--- config.mk ---
export PLATFORM = sky130hd
export DESIGN_NAME = core_ctrl
export DESIGN_NICKNAME = d
export VERILOG_FILES = /design/src/source/core_ctrl_pkg.sv /design/src/source/ctrl_fsm.sv /design/src/source/hazard_unit.sv /design/src/source/fwd_unit.sv /design/src/source/core_ctrl.sv
export SDC_FILE = /design/constraint.sdc
export NUM_CORES = 1
export LEC_CHECK = 0
export ABC_AREA = 1
export BUFFER_PORTS_ARGS = -buffer_cell sky130_fd_sc_hd__buf_2
export CAP_MARGIN = 40
export CORE_AREA = 10 10 67 58
export CTS_BUF_LIST = sky130_fd_sc_hd__clkbuf_8
export DETAILED_ROUTE_END_ITERATION = 8
export DIE_AREA = 0 0 77 68
export PLACE_DENSITY = 0.72
export SLEW_MARGIN = 20
export SYNTH_ARGS = -nofsm -noshare
export SYNTH_HDL_FRONTEND = slang
export SYNTH_SLANG_ARGS = --single-unit
--- constraint.sdc ---
create_clock -name clk -period 4.6 [get_ports clk]
set_clock_uncertainty 0.05 [all_clocks]
set_input_delay 1.38 -clock clk [delete_from_list [all_inputs] [get_ports clk]]
set_output_delay 1.38 -clock clk [all_outputs]
set_load 0.02 [all_outputs]
--- src/source/core_ctrl_pkg.sv ---
/*
 * core controller shared definitions
 * FSM states, PC and operand selectors, grouped control buses
 */
`default_nettype none

package core_ctrl_pkg;

  // widths fixed by the ISA and the state count
  localparam int STATE_W  = 3;
  localparam int PC_SEL_W = 3;
  localparam int FW_SEL_W = 2;

  // main controller states
  typedef enum logic [STATE_W-1:0] {
    RESET, BOOT_SET, SLEEP, FIRST_FETCH, DECODE, FLUSH_EX, FLUSH_WB
  } ctrl_state_e;

  // next pc source seen by the fetch stage
  typedef enum logic [PC_SEL_W-1:0] {
    PC_BOOT, PC_JUMP, PC_BRANCH, PC_EXCEPTION, PC_ERET
  } pc_sel_e;

  // jump opcode class from the decoder
  typedef enum logic [1:0] {
    JUMP_NONE, JUMP_JAL, JUMP_JALR, JUMP_COND
  } jump_kind_e;

  // operand mux source in ID
  typedef enum logic [FW_SEL_W-1:0] {
    SEL_REGFILE, SEL_FW_EX, SEL_FW_WB
  } fw_sel_e;

  typedef struct packed {
    logic       illegal;
    logic       mret;
    logic       uret;
    logic       pipe_flush;
    jump_kind_e jump;
  } dec_info_t;

  // one bit per source operand
  typedef struct packed {
    logic a;
    logic b;
    logic c;
  } src_hit_t;

  // destination vs source compares, per producer stage
  typedef struct packed {
    src_hit_t ex;
    src_hit_t wb;
    src_hit_t alu;
  } reg_match_t;

  typedef struct packed {
    logic we_ex;
    logic we_wb;
    logic we_alu_fw;
  } wb_we_t;

  typedef struct packed {
    logic    set;
    pc_sel_e sel;
  } pc_ctrl_t;

  typedef struct packed {
    logic ack;
    logic irq_ack;
    logic save_if;
    logic save_id;
    logic save_branch;
    logic restore_mret;
    logic restore_uret;
  } exc_ctrl_t;

  typedef struct packed {
    fw_sel_e a;
    fw_sel_e b;
    fw_sel_e c;
  } fw_sels_t;

  typedef struct packed {
    logic load;
    logic csr;
    logic jr;
  } stall_t;

endpackage

`default_nettype wire

--- src/source/ctrl_fsm.sv ---
/*
 * main controller FSM
 * boot, sleep, decode, pipeline flush and pc / exception control
 */
`default_nettype none

module ctrl_fsm import core_ctrl_pkg::*; (
  input  wire logic      clk,
  input  wire logic      rst_n,
  input  wire logic      fetch_enable_i,
  input  wire logic      instr_valid_i,
  input  wire logic      branch_taken_i,
  input  wire logic      int_req_i,
  input  wire logic      ext_req_i,
  input  wire logic      id_ready_i,
  input  wire logic      ex_valid_i,
  input  wire dec_info_t dec_i,
  input  wire logic      jr_stall_i,
  output pc_ctrl_t       pc_ctrl_o,
  output exc_ctrl_t      exc_ctrl_o,
  output logic           instr_req_o,
  output logic           busy_o,
  output logic           is_decoding_o,
  output logic           halt_if_o,
  output logic           halt_id_o
);

  ctrl_state_e state_q, state_d;
  logic        jump_done_q, jump_done_d;
  logic        exc_req;
  logic        jump_uncond;

  // any pending trap, internal or external
  assign exc_req     = int_req_i | ext_req_i;
  // jal / jalr resolve in ID, conditional ones wait for EX
  assign jump_uncond = (dec_i.jump == JUMP_JAL) || (dec_i.jump == JUMP_JALR);

  //////////////////////////////////////////////////
  // next state and output decode
  //////////////////////////////////////////////////

  always_comb begin
    // defaults for a running core
    state_d       = state_q;
    jump_done_d   = jump_done_q;
    instr_req_o   = 1'b1;
    busy_o        = 1'b1;
    is_decoding_o = 1'b0;
    halt_if_o     = 1'b0;
    halt_id_o     = 1'b0;
    pc_ctrl_o     = '{set: 1'b0, sel: PC_BOOT};
    exc_ctrl_o    = '0;

    unique case (state_q)
      RESET: begin
        // idle until fetch is enabled
        instr_req_o = 1'b0;
        busy_o      = 1'b0;
        if (fetch_enable_i) begin
          state_d = BOOT_SET;
        end
      end

      BOOT_SET: begin
        // load boot address into the fetch pc
        pc_ctrl_o.set = 1'b1;
        pc_ctrl_o.sel = PC_BOOT;
        state_d       = FIRST_FETCH;
      end

      SLEEP: begin
        // pipeline frozen, wake on enable or trap
        instr_req_o = 1'b0;
        busy_o      = 1'b0;
        halt_if_o   = 1'b1;
        halt_id_o   = 1'b1;
        if (fetch_enable_i || exc_req) begin
          state_d = FIRST_FETCH;
        end
      end

      FIRST_FETCH: begin
        // wait out the IF miss
        if (id_ready_i) begin
          state_d = DECODE;
        end
        // a trap here saves the IF pc, pipeline was flushed before sleep
        if (exc_req) begin
          pc_ctrl_o.set      = 1'b1;
          pc_ctrl_o.sel      = PC_EXCEPTION;
          exc_ctrl_o.ack     = 1'b1;
          exc_ctrl_o.irq_ack = ext_req_i;
          exc_ctrl_o.save_if = 1'b1;
        end
      end

      DECODE: begin
        if (instr_valid_i && !branch_taken_i) begin
          is_decoding_o = 1'b1;

          // one pc action per instruction, highest priority first
          if (jump_uncond) begin
            pc_ctrl_o.sel = PC_JUMP;
            // target register may still be in flight
            if (!jr_stall_i && !jump_done_q) begin
              pc_ctrl_o.set = 1'b1;
              jump_done_d   = 1'b1;
            end
          end else if (dec_i.mret) begin
            pc_ctrl_o.sel           = PC_ERET;
            exc_ctrl_o.restore_mret = 1'b1;
            if (!jump_done_q) begin
              pc_ctrl_o.set = 1'b1;
              jump_done_d   = 1'b1;
            end
          end else if (dec_i.uret) begin
            pc_ctrl_o.sel           = PC_ERET;
            exc_ctrl_o.restore_uret = 1'b1;
            if (!jump_done_q) begin
              pc_ctrl_o.set = 1'b1;
              jump_done_d   = 1'b1;
            end
          end else if (int_req_i) begin
            // ecall or illegal, keep it out of EX
            pc_ctrl_o.set      = 1'b1;
            pc_ctrl_o.sel      = PC_EXCEPTION;
            exc_ctrl_o.ack     = 1'b1;
            exc_ctrl_o.save_id = 1'b1;
            halt_id_o          = 1'b1;
          end else if (ext_req_i) begin
            pc_ctrl_o.set      = 1'b1;
            pc_ctrl_o.sel      = PC_EXCEPTION;
            exc_ctrl_o.ack     = 1'b1;
            exc_ctrl_o.irq_ack = 1'b1;
            exc_ctrl_o.save_id = 1'b1;
            halt_id_o          = 1'b1;
          end

          // wfi style flush, also eret with fetch disabled goes back to sleep
          if (dec_i.pipe_flush || ((dec_i.mret || dec_i.uret) && !fetch_enable_i)) begin
            halt_if_o = 1'b1;
            halt_id_o = 1'b1;
            state_d   = FLUSH_EX;
          end
        end

        // empty ID slot, interrupt saves the IF pc instead
        if (!instr_valid_i && !branch_taken_i && ext_req_i) begin
          pc_ctrl_o.set      = 1'b1;
          pc_ctrl_o.sel      = PC_EXCEPTION;
          exc_ctrl_o.ack     = 1'b1;
          exc_ctrl_o.irq_ack = 1'b1;
          exc_ctrl_o.save_if = 1'b1;
          halt_id_o          = 1'b1;
        end

        // taken branch in EX wins over whatever sits in ID
        if (branch_taken_i) begin
          pc_ctrl_o.set = 1'b1;
          pc_ctrl_o.sel = PC_BRANCH;
          if (ext_req_i) begin
            // interrupt lands on the branch target
            pc_ctrl_o.sel          = PC_EXCEPTION;
            exc_ctrl_o.ack         = 1'b1;
            exc_ctrl_o.irq_ack     = 1'b1;
            exc_ctrl_o.save_branch = 1'b1;
            halt_id_o              = 1'b1;
          end
        end
      end

      FLUSH_EX: begin
        // drain EX with a bubble behind it
        halt_if_o = 1'b1;
        halt_id_o = 1'b1;
        if (ex_valid_i) begin
          state_d = FLUSH_WB;
        end
      end

      FLUSH_WB: begin
        halt_id_o = 1'b1;
        if (fetch_enable_i) begin
          state_d = DECODE;
        end else begin
          halt_if_o = 1'b1;
          state_d   = SLEEP;
        end
      end

      default: begin
        instr_req_o = 1'b0;
        state_d     = RESET;
      end
    endcase
  end

  //////////////////////////////////////////////////
  // state registers
  //////////////////////////////////////////////////

  always_ff @(posedge clk or negedge rst_n) begin
    if (!rst_n) begin
      state_q     <= RESET;
      jump_done_q <= 1'b0;
    end else begin
      state_q     <= state_d;
      // held while ID is stalled so the jump fires once
      jump_done_q <= jump_done_d & ~id_ready_i;
    end
  end

endmodule

`default_nettype wire

--- src/source/hazard_unit.sv ---
/*
 * data hazard stall detection
 * load-use, csr-use and jump-register stalls plus write-enable kill
 */
`default_nettype none

module hazard_unit import core_ctrl_pkg::*; (
  input  wire logic       is_decoding_i,
  input  wire logic       illegal_i,
  input  wire jump_kind_e jump_i,
  input  wire logic       data_req_ex_i,
  input  wire wb_we_t     we_i,
  input  wire reg_match_t match_i,
  input  wire logic       csr_busy_i,
  input  wire logic       csr_access_id_i,
  output stall_t          stall_o,
  output logic            deassert_we_o
);

  logic ex_hit_any;
  logic wb_hit_a;
  logic ex_hit_a;
  logic alu_hit_a;

  //////////////////////////////////////////////////
  // producer matches
  //////////////////////////////////////////////////

  // EX destination feeds any source of the ID instruction
  assign ex_hit_any = match_i.ex.a | match_i.ex.b | match_i.ex.c;

  // only operand a carries the jalr base register
  assign wb_hit_a  = we_i.we_wb & match_i.wb.a;
  assign ex_hit_a  = we_i.we_ex & match_i.ex.a;
  assign alu_hit_a = we_i.we_alu_fw & match_i.alu.a;

  //////////////////////////////////////////////////
  // stall sources
  //////////////////////////////////////////////////

  always_comb begin
    // load data is not back before ID needs it
    stall_o.load = data_req_ex_i & we_i.we_ex & ex_hit_any;

    // csr write in EX, read in ID
    // coarse check, no compare on csr address
    stall_o.csr  = csr_busy_i & csr_access_id_i;

    // jump target goes straight to the pc
    // so no forwarded value may be pending
    stall_o.jr   = (jump_i == JUMP_JALR) & (wb_hit_a | ex_hit_a | alu_hit_a);
  end

  //////////////////////////////////////////////////
  // write-enable suppression
  //////////////////////////////////////////////////

  // bubble into EX whenever ID does not retire cleanly
  assign deassert_we_o = ~is_decoding_i
                       | illegal_i
                       | stall_o.load
                       | stall_o.csr
                       | stall_o.jr;

endmodule

`default_nettype wire

--- src/source/fwd_unit.sv ---
/*
 * operand forwarding select
 * picks regfile, EX or WB result for the three ID source operands
 */
`default_nettype none

module fwd_unit import core_ctrl_pkg::*; (
  input  wire wb_we_t     we_i,
  input  wire reg_match_t match_i,
  input  wire logic       data_misaligned_i,
  input  wire logic       mult_multicycle_i,
  output fw_sels_t        fw_sel_o
);

  // per operand choice, the younger EX result beats WB
  function automatic fw_sel_e pick_src(input logic wb_fw, input logic ex_fw);
    fw_sel_e sel;
    sel = SEL_REGFILE;
    if (wb_fw) begin
      sel = SEL_FW_WB;
    end
    if (ex_fw) begin
      sel = SEL_FW_EX;
    end
    return sel;
  endfunction

  always_comb begin
    fw_sel_o.a = pick_src(we_i.we_wb & match_i.wb.a, we_i.we_alu_fw & match_i.alu.a);
    fw_sel_o.b = pick_src(we_i.we_wb & match_i.wb.b, we_i.we_alu_fw & match_i.alu.b);
    fw_sel_o.c = pick_src(we_i.we_wb & match_i.wb.c, we_i.we_alu_fw & match_i.alu.c);

    // second half of a misaligned access
    // address comes back from EX, b is unused
    if (data_misaligned_i) begin
      fw_sel_o.a = SEL_FW_EX;
      fw_sel_o.b = SEL_REGFILE;
    end else if (mult_multicycle_i) begin
      // multiplier keeps partial result on operand c
      fw_sel_o.c = SEL_FW_EX;
    end
  end

endmodule

`default_nettype wire

--- src/source/core_ctrl.sv ---
/*
 * core controller top
 * joins the main FSM, hazard stall logic and forwarding select
 */
`default_nettype none

module core_ctrl import core_ctrl_pkg::*; (
  input  wire logic       clk,
  input  wire logic       rst_n,

  // decoder and register compare info
  input  wire dec_info_t  dec_i,
  input  wire reg_match_t match_i,
  input  wire wb_we_t     we_i,

  // pipeline and trap status
  input  wire logic       fetch_enable_i,
  input  wire logic       instr_valid_i,
  input  wire logic       branch_taken_i,
  input  wire logic       int_req_i,
  input  wire logic       ext_req_i,
  input  wire logic       id_ready_i,
  input  wire logic       ex_valid_i,
  input  wire logic       data_req_ex_i,
  input  wire logic       data_misaligned_i,
  input  wire logic       mult_multicycle_i,
  input  wire logic       csr_busy_i,
  input  wire logic       csr_access_id_i,

  // fetch, exception and stage control
  output pc_ctrl_t        pc_ctrl_o,
  output exc_ctrl_t       exc_ctrl_o,
  output logic            instr_req_o,
  output logic            busy_o,
  output logic            is_decoding_o,
  output logic            halt_if_o,
  output logic            halt_id_o,

  // stalls and operand select
  output stall_t          stall_o,
  output logic            deassert_we_o,
  output fw_sels_t        fw_sel_o
);

  // jr stall feeds back into the FSM jump handling
  ctrl_fsm i_ctrl_fsm (
    .clk            (clk),
    .rst_n          (rst_n),
    .fetch_enable_i (fetch_enable_i),
    .instr_valid_i  (instr_valid_i),
    .branch_taken_i (branch_taken_i),
    .int_req_i      (int_req_i),
    .ext_req_i      (ext_req_i),
    .id_ready_i     (id_ready_i),
    .ex_valid_i     (ex_valid_i),
    .dec_i          (dec_i),
    .jr_stall_i     (stall_o.jr),
    .pc_ctrl_o      (pc_ctrl_o),
    .exc_ctrl_o     (exc_ctrl_o),
    .instr_req_o    (instr_req_o),
    .busy_o         (busy_o),
    .is_decoding_o  (is_decoding_o),
    .halt_if_o      (halt_if_o),
    .halt_id_o      (halt_id_o)
  );

  hazard_unit i_hazard_unit (
    .is_decoding_i   (is_decoding_o),
    .illegal_i       (dec_i.illegal),
    .jump_i          (dec_i.jump),
    .data_req_ex_i   (data_req_ex_i),
    .we_i            (we_i),
    .match_i         (match_i),
    .csr_busy_i      (csr_busy_i),
    .csr_access_id_i (csr_access_id_i),
    .stall_o         (stall_o),
    .deassert_we_o   (deassert_we_o)
  );

  fwd_unit i_fwd_unit (
    .we_i              (we_i),
    .match_i           (match_i),
    .data_misaligned_i (data_misaligned_i),
    .mult_multicycle_i (mult_multicycle_i),
    .fw_sel_o          (fw_sel_o)
  );

endmodule

`default_nettype wire

==> flow_metrics.tcl <==
set metrics [dict create \
    groute.usage.overall_pct 10.35 \
    syn_area_um2 734.5 \
    ys_warn_count 0 \
    clock-sinks 4 \
    final_cell_mix "57 x buf_2, 37 x nand2_1, 19 x inv_1" \
    drc_errors 0 \
    cpPeakStageDelay_ns 0.39 \
    post_drt_wl_per_cell_um 11.73 \
    area_delta_synth_final_pct 48.89 \
    power_density_nw_per_um2 491.0 \
    cts_tree "yes" \
    viasPerCell 4.456 \
    cts_buffers 3 \
    yosys.area.top_type "nand2_1" \
    dpl.hpwl_um 2364 \
    hold_depth 2 \
    clockBufferDepth 2 \
    final_area_um2 1094 \
    crit_path_max_fanout 5 \
    routed_wl_um 2650 \
    final.setup.tns_ns 0 \
    drv_slew 0 \
    first_iter_violations 24 \
    grt_pass1_wl_um 4629 \
    grt_max_degree 11 \
    p_leak_nw 0.7029 \
    antenna_left 0 \
    crit_arrival_ns 2.49 \
    r2r_slack_ns 3.28 \
    ys_types 25 \
    synth.area.top_cells "nand2_1 19%, dfrtp_1 14%, inv_1 9.7%" \
    layout_min_cycle_time_ns 3.919 \
    crit_cells 8 \
    ys_seq_area_share_pct 13.63 \
    final_common_cell "buf_2" \
    place_congestion 0.8172 \
    dieArea_um2 5236 \
    crit_chain "buf_2, inv_1, ha_1, inv_1, nor2_1, nand3_1, a31oi_1, buf_2" \
    synth_edf_count 0 \
    r2r-start "i_ctrl_fsm.state_q[1]$_DFFE_PN0P_" \
    antenna_cells 0 \
    hold_path_class "reg2reg" \
    slowest_stage "ha_1" \
    setup_viol 0 \
    worstMarginPinSlew_ns 0.3493 \
    ioPinCount 58 \
    ctsHoldBuffers 0 \
    syn_nets 163 \
    ir_worst_vdd_mv 0.2495 \
    placed_area_um2 1052 \
    die-height_um 68 \
    drive_gt1_share_pct 40.43 \
    grt_setup_unrepaired "no" \
    cp-end-kind "output port" \
    htree_levels 1 \
    clkLatencyLatePin_ns 0.21 \
    core_area_um2 2616 \
    synth-main-ff-cell "dfrtp_1" \
    avgSynthCellArea_um2 5.650 \
    grt_overflow 0 \
    cpLargestDelayFamily "buffers and inverters" \
    r2r_cells 6 \
    antenna_found_initial 0 \
    io_buffers 57 \
    async_reset_ff_share_pct 100.0 \
    min_to "i_ctrl_fsm.jump_done_q$_DFF_PN0_" \
    syn_inst 130 \
    cts_root_buf "clkbuf_8" \
    reg2reg_to "i_ctrl_fsm.state_q[2]$_DFFE_PN0P_" \
    ys_seq_elements 4 \
    nNetsFinal 223 \
    critPathLaunchType "input port" \
    clkTransAtPathRegs_ns 0.03 \
    crit_type "in2out" \
    postCtsSetupBuffers 0 \
    drv_cap 0 \
    vias 1007 \
    first_pass_iters 4 \
    clock.fmax_mhz 255.2 \
    die_x_um 77 \
    outcome "complete, no violations" \
    min_from "i_ctrl_fsm.jump_done_q$_DFF_PN0_" \
    start_util_pct 28.07 \
    synth_top_area_share_pct 18.91 \
    finalHoldViolCount 0 \
    post_cts_resized 0 \
    slew_headroom_pct 76.72 \
    grt_pass1_vias 1022 \
    rows 17 \
    worst_ep_required_time_ns 3.17 \
    path_buf_inv 4 \
    period_share_pct 85.19 \
]
[flip-flops by register name, summed over array words and instances (netlist names)]
name,cells
i_ctrl_fsm.state_q,3
i_ctrl_fsm.jump_done_q,1
[tightest hold or removal path, cell delays in order, from the launching register on]
cell	delay (ns)
dfrtp_1	0.36
a21oi_1	0.05
a21oi_1	0.11
[synth_stat cells (all sizes together), types with 2 or more instances]
library cell / instances
o21ai: 6
a21oi: 6
buf: 2
inv: 23
nand4: 6
a31oi: 2
nor3: 3
nand3: 11
nand2: 39
nor2: 24
dfrtp: 4
[how the worst max path moves through the flow]
stage / slack [ns] / endpoint / startpoint
global route: 0.58 / exc_ctrl_o[5] / dec_i[0]
global placement: 0.66 / exc_ctrl_o[5] / dec_i[0]
floorplan: 0.79 / exc_ctrl_o[5] / dec_i[0]
detailed placement: 0.70 / exc_ctrl_o[5] / dec_i[0]
finish: 0.68 / exc_ctrl_o[5] / dec_i[0]
CTS: 0.69 / exc_ctrl_o[5] / dec_i[0]
[layout make-up]
class	instances	area (µm²)
Fill cell	297	1523
Inverter	23	88.84
Sequential cell	4	100.1
Timing Repair Buffer	57	285.3
Clock buffer	3	41.29
Multi-Input combinational cell	101	530.5
Tap cell	38	47.55
[power breakdown]
part | switching (W) | internal, W | leakage, nW
logic | 0.000252 | 0.000131 | 0.631
clock network | 0.0000151 | 0.0000555 | 0.0216
registers | 0.0000326 | 0.0000511 | 0.0499
total | 0.000300 | 0.000237 | 0.703
[routing by layer]
metal | track usage (%) | up-vias | share of wire [%]
met4 | 3.409 | 0 | 0.53
met5 | 0 | - | 0
li1 | - | 535 | -
met3 | 4.058 | 2 | 9.8
met2 | 15.34 | 51 | 40
met1 | 13.51 | 419 | 50
[stage by stage]
step                hold slack, ns  setup slack [ns]  cells  utilization, %   power, W
floorplan                   0.4706            0.7923    130               -  0.0003575
global placement            0.5103            0.6598    223           40.22  0.0004666
detailed placement          0.5108            0.7016    223           40.22  0.0004685
CTS                         0.5178            0.6870    226           41.80  0.0005422
global route                0.5910            0.5795    226           41.80  0.0005988
finish                      0.5175            0.6813    226           41.80  0.0005369
[kinds of logic (layout without fill, tap and decap cells)]
kind of cell,count (synthesis),after routing,synth area share (%)
AO/OA/AOI/OAI,16,16,12.09
adder cells (fa/ha/maj),1,1,1.703
buffers and inverters,25,83,14.14
flip-flops,4,4,13.63
AND/OR/NAND/NOR,84,84,58.43
Note: power is estimated with default switching activity, not from simulation.
